[config.mk]
export PLATFORM = sky130hd
export DESIGN_NAME = edge_detect_top
export DESIGN_NICKNAME = d
export VERILOG_FILES = /design/src/hdl/edge_pkg.sv /design/src/hdl/edge_detect_top.sv /design/src/hdl/gradient_magnitude.sv /design/src/hdl/line_buffer.sv /design/src/hdl/sobel_gradient.sv /design/src/hdl/window_3x3.sv
export SDC_FILE = /design/constraint.sdc
export NUM_CORES = 1
export LEC_CHECK = 0
export BUFFER_PORTS_ARGS = -buffer_cell sky130_fd_sc_hd__buf_2
export CAP_MARGIN = 20
export CORE_AREA = 10 10 263 265
export CTS_CLUSTER_SIZE = 12
export DETAILED_ROUTE_END_ITERATION = 10
export DIE_AREA = 0 0 273 275
export SLEW_MARGIN = 15
export SYNTH_ARGS = -nofsm -noshare
export SYNTH_HDL_FRONTEND = slang
export SYNTH_HIERARCHICAL = 1
export SYNTH_SLANG_ARGS = --single-unit
[constraint.sdc]
create_clock -name clk -period 12.45 [get_ports clk]
set_input_delay 1.245 -clock clk [delete_from_list [all_inputs] [get_ports clk]]
set_output_delay 1.245 -clock clk [all_outputs]
set_load 0.02 [all_outputs]
[src/hdl/edge_pkg.sv]
// ======================================
// Edge detector shared definitions.
// Frame constants and the pixel, gradient
// and coordinate types of the pipeline.
// ======================================
package edge_pkg;

    // Pixels per row of the incoming frame.
    localparam int LINE_WIDTH = 32;

    // Cycles from an accepted pixel to its result when nothing stalls.
    localparam int PIPE_LATENCY = 4;

    localparam int COL_BITS  = $clog2(LINE_WIDTH);
    localparam int GRAD_BITS = 11;

    // Grayscale pixel, also used for the magnitude and the threshold.
    typedef logic [7:0] pixel_t;

    // Signed Sobel gradient, wide enough for +/-1020.
    typedef logic signed [GRAD_BITS-1:0] grad_t;

    typedef logic [COL_BITS-1:0] col_t;

    // Row count saturates at 2, since only the first two rows are special.
    typedef logic [1:0] row_t;

    localparam col_t   LAST_COL  = col_t'(LINE_WIDTH - 1);
    localparam row_t   ROW_FULL  = 2'd2;
    localparam pixel_t PIXEL_MAX = 8'hff;

endpackage : edge_pkg

[src/hdl/edge_detect_top.sv]
// ======================================
// Streaming 3x3 Sobel edge detector.
// One output pixel per input pixel, with
// valid/ready handshakes on both sides.
// ======================================
`timescale 1ns/10ps

module edge_detect_top (
    input  logic             clk,
    input  logic             i_reset,
    input  logic             i_valid,
    output logic             o_ready,
    input  edge_pkg::pixel_t i_pixel,
    input  logic             i_sof,
    input  edge_pkg::pixel_t i_threshold,
    output logic             o_valid,
    input  logic             i_ready,
    output edge_pkg::pixel_t o_magnitude,
    output logic             o_edge,
    output logic             o_sof
);
    import edge_pkg::*;

    logic   advance;

    logic   lb_valid;
    pixel_t lb_top;
    pixel_t lb_mid;
    pixel_t lb_bot;
    logic   lb_border;
    logic   lb_sof;

    logic   win_valid;
    pixel_t w11;
    pixel_t w12;
    pixel_t w13;
    pixel_t w21;
    pixel_t w22;
    pixel_t w23;
    pixel_t w31;
    pixel_t w32;
    pixel_t w33;
    logic   win_border;
    logic   win_sof;

    logic   gx_valid;
    logic   gy_valid;
    grad_t  grad_x;
    grad_t  grad_y;

    // The whole pipeline moves together whenever the output slot is free.
    assign advance = !o_valid || i_ready;
    assign o_ready = advance;

    line_buffer u_line_buffer (
        .clk       (clk),
        .i_reset   (i_reset),
        .i_advance (advance),
        .i_valid   (i_valid),
        .i_pixel   (i_pixel),
        .i_sof     (i_sof),
        .o_valid   (lb_valid),
        .o_top     (lb_top),
        .o_mid     (lb_mid),
        .o_bot     (lb_bot),
        .o_border  (lb_border),
        .o_sof     (lb_sof)
    );

    window_3x3 u_window (
        .clk       (clk),
        .i_reset   (i_reset),
        .i_advance (advance),
        .i_valid   (lb_valid),
        .i_top     (lb_top),
        .i_mid     (lb_mid),
        .i_bot     (lb_bot),
        .i_border  (lb_border),
        .i_sof     (lb_sof),
        .o_valid   (win_valid),
        .o_w11     (w11),
        .o_w12     (w12),
        .o_w13     (w13),
        .o_w21     (w21),
        .o_w22     (w22),
        .o_w23     (w23),
        .o_w31     (w31),
        .o_w32     (w32),
        .o_w33     (w33),
        .o_border  (win_border),
        .o_sof     (win_sof)
    );

    sobel_gradient #(.VERTICAL(1'b0)) u_grad_x (
        .clk (clk), .i_reset (i_reset), .i_advance (advance), .i_valid (win_valid),
        .i_w11 (w11), .i_w12 (w12), .i_w13 (w13),
        .i_w21 (w21), .i_w22 (w22), .i_w23 (w23),
        .i_w31 (w31), .i_w32 (w32), .i_w33 (w33),
        .o_valid (gx_valid),
        .o_grad  (grad_x)
    );

    sobel_gradient #(.VERTICAL(1'b1)) u_grad_y (
        .clk (clk), .i_reset (i_reset), .i_advance (advance), .i_valid (win_valid),
        .i_w11 (w11), .i_w12 (w12), .i_w13 (w13),
        .i_w21 (w21), .i_w22 (w22), .i_w23 (w23),
        .i_w31 (w31), .i_w32 (w32), .i_w33 (w33),
        .o_valid (gy_valid),
        .o_grad  (grad_y)
    );

    gradient_magnitude u_magnitude (
        .clk         (clk),
        .i_reset     (i_reset),
        .i_advance   (advance),
        .i_valid     (gx_valid && gy_valid),
        .i_grad_x    (grad_x),
        .i_grad_y    (grad_y),
        .i_border    (win_border),
        .i_sof       (win_sof),
        .i_threshold (i_threshold),
        .o_valid     (o_valid),
        .o_magnitude (o_magnitude),
        .o_edge      (o_edge),
        .o_sof       (o_sof)
    );

endmodule : edge_detect_top

[src/hdl/gradient_magnitude.sv]
// ======================================
// Gradient magnitude and edge flag.
// Sums absolute gradients, saturates,
// blanks the border and thresholds.
// ======================================
`timescale 1ns/10ps

module gradient_magnitude (
    input  logic             clk,
    input  logic             i_reset,
    input  logic             i_advance,
    input  logic             i_valid,
    input  edge_pkg::grad_t  i_grad_x,
    input  edge_pkg::grad_t  i_grad_y,
    input  logic             i_border,
    input  logic             i_sof,
    input  edge_pkg::pixel_t i_threshold,
    output logic             o_valid,
    output edge_pkg::pixel_t o_magnitude,
    output logic             o_edge,
    output logic             o_sof
);
    import edge_pkg::*;

    function automatic logic [GRAD_BITS-2:0] abs_grad(input grad_t g);
        grad_t pos;
        pos = g[GRAD_BITS-1] ? -g : g;
        return pos[GRAD_BITS-2:0];
    endfunction

    logic                 border_q;
    logic                 sof_q;
    logic [GRAD_BITS-1:0] sum_abs;
    pixel_t               mag_d;

    // The flags come from the window stage and need one cycle to line up
    // with the gradients.
    always_ff @(posedge clk) begin
        if (i_advance) begin
            border_q <= i_border;
        end
    end

    assign sum_abs = {1'b0, abs_grad(i_grad_x)} + {1'b0, abs_grad(i_grad_y)};

    always_comb begin
        if (border_q) begin
            mag_d = '0;
        end else if (|sum_abs[GRAD_BITS-1:8]) begin
            mag_d = PIXEL_MAX;
        end else begin
            mag_d = sum_abs[7:0];
        end
    end

    always_ff @(posedge clk) begin
        if (i_reset) begin
            sof_q   <= 1'b0;
            o_valid <= 1'b0;
            o_sof   <= 1'b0;
        end else if (i_advance) begin
            sof_q   <= i_sof;
            o_valid <= i_valid;
            o_sof   <= i_valid && sof_q;
        end
    end

    always_ff @(posedge clk) begin
        if (i_advance && i_valid) begin
            o_magnitude <= mag_d;
            o_edge      <= mag_d > i_threshold;
        end
    end

    // The first pixel of a frame is a corner of the border and is blanked.
    a_sof_blanked : assert property (
        @(posedge clk) disable iff (i_reset)
        (o_valid && o_sof) |-> (o_magnitude == '0)
    );

endmodule : gradient_magnitude

[src/hdl/line_buffer.sv]
// ======================================
// Two-row line buffer.
// Delivers a vertical three-pixel column,
// a border flag and the frame start flag.
// ======================================
`timescale 1ns/10ps

module line_buffer (
    input  logic             clk,
    input  logic             i_reset,
    input  logic             i_advance,
    input  logic             i_valid,
    input  edge_pkg::pixel_t i_pixel,
    input  logic             i_sof,
    output logic             o_valid,
    output edge_pkg::pixel_t o_top,
    output edge_pkg::pixel_t o_mid,
    output edge_pkg::pixel_t o_bot,
    output logic             o_border,
    output logic             o_sof
);
    import edge_pkg::*;

    pixel_t mem_older [LINE_WIDTH];
    pixel_t mem_newer [LINE_WIDTH];

    col_t   col_cnt;
    row_t   row_cnt;
    col_t   cur_col;
    row_t   cur_row;
    pixel_t rd_older;
    pixel_t rd_newer;
    logic   accept;

    assign accept = i_advance && i_valid;

    // A start-of-frame pixel is always column 0 of row 0.
    assign cur_col = i_sof ? '0 : col_cnt;
    assign cur_row = i_sof ? '0 : row_cnt;

    assign rd_older = mem_older[cur_col];
    assign rd_newer = mem_newer[cur_col];

    always_ff @(posedge clk) begin
        if (i_reset) begin
            col_cnt <= '0;
            row_cnt <= '0;
            o_valid <= 1'b0;
            o_sof   <= 1'b0;
        end else if (i_advance) begin
            o_valid <= i_valid;
            if (i_valid) begin
                o_sof <= i_sof;
                if (cur_col == LAST_COL) begin
                    col_cnt <= '0;
                    if (cur_row != ROW_FULL) begin
                        row_cnt <= cur_row + 2'd1;
                    end else begin
                        row_cnt <= cur_row;
                    end
                end else begin
                    col_cnt <= cur_col + col_t'(1);
                    row_cnt <= cur_row;
                end
            end
        end
    end

    // The newer row moves down into the older one as it is overwritten.
    always_ff @(posedge clk) begin
        if (accept) begin
            mem_newer[cur_col] <= i_pixel;
            mem_older[cur_col] <= rd_newer;
            o_top              <= rd_older;
            o_mid              <= rd_newer;
            o_bot              <= i_pixel;
            o_border           <= (cur_col < col_t'(2)) || (cur_row < ROW_FULL);
        end
    end

    a_row_saturated : assert property (
        @(posedge clk) disable iff (i_reset)
        row_cnt <= ROW_FULL
    );

endmodule : line_buffer

[src/hdl/sobel_gradient.sv]
// ======================================
// Sobel gradient, one orientation.
// VERTICAL 0 gives Gx, VERTICAL 1 gives Gy.
// ======================================
`timescale 1ns/10ps

module sobel_gradient #(
    parameter bit VERTICAL = 1'b0
) (
    input  logic             clk,
    input  logic             i_reset,
    input  logic             i_advance,
    input  logic             i_valid,
    input  edge_pkg::pixel_t i_w11,
    input  edge_pkg::pixel_t i_w12,
    input  edge_pkg::pixel_t i_w13,
    input  edge_pkg::pixel_t i_w21,
    input  edge_pkg::pixel_t i_w22,
    input  edge_pkg::pixel_t i_w23,
    input  edge_pkg::pixel_t i_w31,
    input  edge_pkg::pixel_t i_w32,
    input  edge_pkg::pixel_t i_w33,
    output logic             o_valid,
    output edge_pkg::grad_t  o_grad
);
    import edge_pkg::*;

    // Weighted 1-2-1 sum of three pixels, at most 1020.
    function automatic logic [GRAD_BITS-2:0] weighted(input pixel_t a, input pixel_t b,
                                                      input pixel_t c);
        return {2'b00, a} + {1'b0, b, 1'b0} + {2'b00, c};
    endfunction

    logic [GRAD_BITS-2:0] pos_sum;
    logic [GRAD_BITS-2:0] neg_sum;
    grad_t                grad_d;

    if (VERTICAL) begin : g_vertical
        assign pos_sum = weighted(i_w31, i_w32, i_w33);
        assign neg_sum = weighted(i_w11, i_w12, i_w13);
    end else begin : g_horizontal
        assign pos_sum = weighted(i_w13, i_w23, i_w33);
        assign neg_sum = weighted(i_w11, i_w21, i_w31);
    end

    // The centre pixel has zero weight in both orientations
    assign grad_d = $signed({1'b0, pos_sum}) - $signed({1'b0, neg_sum});

    always_ff @(posedge clk) begin
        if (i_reset) begin
            o_valid <= 1'b0;
        end else if (i_advance) begin
            o_valid <= i_valid;
        end
    end

    always_ff @(posedge clk) begin
        if (i_advance && i_valid) begin
            o_grad <= grad_d;
        end
    end

endmodule : sobel_gradient

[src/hdl/window_3x3.sv]
// ======================================
// 3x3 window register.
// Shifts columns in from the right and
// keeps the flags aligned with them.
// ======================================
`timescale 1ns/10ps

module window_3x3 (
    input  logic             clk,
    input  logic             i_reset,
    input  logic             i_advance,
    input  logic             i_valid,
    input  edge_pkg::pixel_t i_top,
    input  edge_pkg::pixel_t i_mid,
    input  edge_pkg::pixel_t i_bot,
    input  logic             i_border,
    input  logic             i_sof,
    output logic             o_valid,
    output edge_pkg::pixel_t o_w11,
    output edge_pkg::pixel_t o_w12,
    output edge_pkg::pixel_t o_w13,
    output edge_pkg::pixel_t o_w21,
    output edge_pkg::pixel_t o_w22,
    output edge_pkg::pixel_t o_w23,
    output edge_pkg::pixel_t o_w31,
    output edge_pkg::pixel_t o_w32,
    output edge_pkg::pixel_t o_w33,
    output logic             o_border,
    output logic             o_sof
);

    logic shift;

    // Bubbles must not enter the window, so it only moves on real pixels.
    assign shift = i_advance && i_valid;

    always_ff @(posedge clk) begin
        if (i_reset) begin
            o_valid <= 1'b0;
            o_sof   <= 1'b0;
        end else if (i_advance) begin
            o_valid <= i_valid;
            if (i_valid) begin
                o_sof <= i_sof;
            end
        end
    end

    // Column 3 is the newest, so w33 is the pixel that was just accepted.
    always_ff @(posedge clk) begin
        if (shift) begin
            {o_w11, o_w12, o_w13} <= {o_w12, o_w13, i_top};
            {o_w21, o_w22, o_w23} <= {o_w22, o_w23, i_mid};
            {o_w31, o_w32, o_w33} <= {o_w32, o_w33, i_bot};
            o_border              <= i_border;
        end
    end

    // The first pixel of a frame sits in column 0 of row 0.
    a_sof_is_border : assert property (
        @(posedge clk) disable iff (i_reset)
        (o_valid && o_sof) |-> o_border
    );

endmodule : window_3x3

==> impl_metrics.yaml <==
run_status:
  run_status: "finished clean"
timing:
  timing.final.setup_violations: 0
  hold_fails_final_rpt: 0
  post_route_clock_period_utilization: 0.383
  period_minus_slack_ns: 4.77
  finalHoldWorstSlack_ns: 0.417
  setup_ws_ns: 7.68
  final.setup_skew_ns: 0.0405
  tightestPinTransition_ns: 0.954
  tns_ns: 0
  grt_setup_unrepaired: "no"
  maxSlewHeadroom: 0.348
  fmax_mhz: 210
  timing.final.max_slew_violations: 0
global_routing:
  global_route.usage.total: 0.182
  antenna_found_initial: 1
  globalRoute.totalOverflow: 0
  first_pass_grt_wire_length_mm: 103
  grt_start_max_net_pins: 96
  first_global_vias: 16300
hold_path:
  worst_min_delay_path_category: "reg2reg"
  worstHoldPathCells: 0
worst_setup_path:
  crit_cells: 6
  slowest_stage_delay_cp_ns: 0.85
  worst-path-max-fanout: 53
  timing.critical_path.required_ns: 12.68
  gate_family_responsible_for_the_most_delay_along_the_worst_path: "simple AND/OR/NAND/NOR gates"
  setup.worst_path.start_class: "input pin"
  crit_buf_inv: 2
  worstSetupPathType: "in2reg"
  worstPathCellList: "buf_4, buf_4, nand2b_1, nand2b_1, o2111ai_1, or3_2"
  cp_data_arrival_time_ns: 5.00
  worstSetupEndpointType: "flip-flop"
  slowest_stage: "or3_2"
  reg2reg_depth: 18
synthesis:
  number_of_nets_in_the_synthesized_netlist: 1958
  syn_area_per_cell_um2: 15.6
  number_of_synthesized_flops_with_an_enable_pin: 642
  syn-cell-area_um2: 28500
  ys.warnings.count: 6
  postSynthRegisterBits: 658
  synth_async_sr_flop_share: 0
  fraction_of_the_yosys_area_taken_by_sequential_cells: 0.688
  post_synth_inst_count: 1825
  yosysUniqueCellTypes: 80
  ys.flop_type: "edfxtp_1"
clocking:
  clk_root_buffer_cell: "clkbuf_16"
  clock_insertion_delay_worst_skew_ns: 0.62
  post-cts-setup-buffer-count: 0
  worst_setup_hold_path_clk_slew_ns: 0.05
  ctsLongestPathBuffers: 3
  tritoncts.num_buffers: 73
  clkSinkCount: 658
  holdBufCountCts: 0
  tritoncts: "yes"
  deepest_level_of_the_cts_h_tree: 3
  postCtsResizedCells: 0
cells_and_area:
  nNetsFinal: 2024
  postLayoutCoreUtil: 0.501
  filler_cell_count: 5321
  drive_gt1_frac: 0.135
  syn_to_final_growth_pct: 12.4
  final_area_um2: 32000
  instances_no_fill: 2799
routing:
  detail_route.drc_violations: 0
  total_iterations_of_the_first_detailed_routing_run: 5
  routed-via-count: 16000
  route.detailed.vias_per_inst: 5.72
  wire_per_inst_um: 24.4
  detailedRoute.firstIterationViolations: 1543
  finalWirelength_mm: 68.2
  detail-route-antenna-nets: 0
power_and_ir_drop:
  total_leakage_power_nw: 11.0
  ir_drop_uv: 142
  total_power_mw: 5.09
  cellPowerDensity_nw_per_um2: 159
die:
  row_count: 93
  chipHeight_um: 275
  num_io_pins: 33
  dieArea_um2: 75100
  start_util: 0.446
  core_area_um2: 63900
  die_x_um: 273
place:
  gpl.final_weighted_congestion: 0.875
  dpl_cell_area_um2: 29700
  place.detailed.hpwl_mm: 42.2
  place_inst: 2670
  io_buffer_count: 32
  pre_cts_ws_ns: 6.87
job:
  max_cap_violations: 0
power breakdown:
| group | total (mW) | switching [mW] | internal (mW) |
|---|---|---|---|
| logic | 0.526 | 0.319 | 0.206 |
| clock network | 2.04 | 0.861 | 1.18 |
| registers | 2.52 | 0.0228 | 2.50 |
| total | 5.09 | 1.20 | 3.89 |
synth_stat cells (all sizes together), types with 31 or more instances:
master	instances	area (um2)
inv	163	612
mux2i	99	991
a221oi	39	354
ha	49	613
nand2	50	188
edfxtp	642	19300
nor2	67	254
buf	59	344
clkbuf	38	144
o21ai	31	163
fa	63	1260
o221ai	49	429
a2bb2oi	42	368
a21oi	79	407
sequential cells by signal, summed over array words and instances, names as in the netlist, 2 cells and up:
name / cells
u_grad_y/o_grad: 11
u_line_buffer/o_mid: 8
u_grad_x/o_grad: 11
u_line_buffer/row_cnt: 2
u_magnitude/o_magnitude: 8
u_window/o_w21: 8
u_window/o_w23: 8
u_window/o_w11: 8
u_line_buffer/mem_newer: 256
u_line_buffer/o_top: 8
u_line_buffer/o_bot: 8
u_window/o_w33: 8
u_window/o_w31: 8
u_window/o_w32: 8
u_window/o_w13: 8
u_line_buffer/col_cnt: 5
u_line_buffer/mem_older: 256
u_window/o_w12: 8
u_window/o_w22: 8
layout by cell type (no fill, tap or decap), types with 9 or more instances in the layout:
master,count
inv_1,161
clkinv_2,15
or3_1,12
o211ai_1,17
fa_1,63
a211oi_1,21
clkbuf_16,75
nor2b_1,21
nand2b_1,15
nand4_1,11
mux2_2,17
a2111oi_0,9
dfxtp_1,13
xnor2_1,28
clkbuf_1,18
a21oi_1,76
a2bb2oi_1,42
ha_1,49
buf_4,54
a21o_1,14
a22oi_1,26
nand2_1,50
nor2_1,65
mux2i_1,99
buf_2,31
a221oi_1,37
edfxtp_1,642
nand3_1,15
o221ai_1,49
nor3_1,9
o21ai_0,26
kinds of logic (layout without fill, tap and decap cells):
logic type,count (synthesis),in the layout,synth area share
flip-flops,658,658,0.688
AO/OA/AOI/OAI,389,389,0.102
buffers and inverters,261,378,0.0387
AND/OR/NAND/NOR,239,239,0.0427
multiplexers,130,130,0.0510
adder cells (fa/ha/maj),112,112,0.0658
XOR/XNOR,36,36,0.0111
other,0,2,0
layout make-up:
cell class                      count  area [um2]  area share
Timing Repair Buffer               88         616      0.0192
Clock inverter                     31         290     0.00907
Tap cell                          855        1070      0.0334
Clock buffer                       95        1970      0.0616
Sequential cell                   658       19600       0.612
Multi-Input combinational cell    906        7840       0.245
Inverter                          164         616      0.0192
Antenna cell                        2        5.00    0.000156
metal layers:
| metal | vias to the layer above | routed length [um] | track usage |
|---|---|---|---|
| li1 | 7143 | - | - |
| met1 | 8208 | 28500 | 0.236 |
| met2 | 543 | 33400 | 0.306 |
| met3 | 112 | 4110 | 0.0323 |
| met4 | 0 | 2090 | 0.0608 |
| met5 | - | 0 | 0 |
path summary, 6_finish.rpt:
path | start | to | slack, ns
max reg2reg | u_grad_x/o_grad[4] | u_magnitude/o_edge | 7.78
min reg2reg | u_window/o_w22[1] | u_window/o_w21[1] | 0.42
min | u_window/o_w22[1] | u_window/o_w21[1] | 0.42
max | i_sof | u_line_buffer/mem_older[4][1] | 7.68
(Power assumes the default switching activity.)
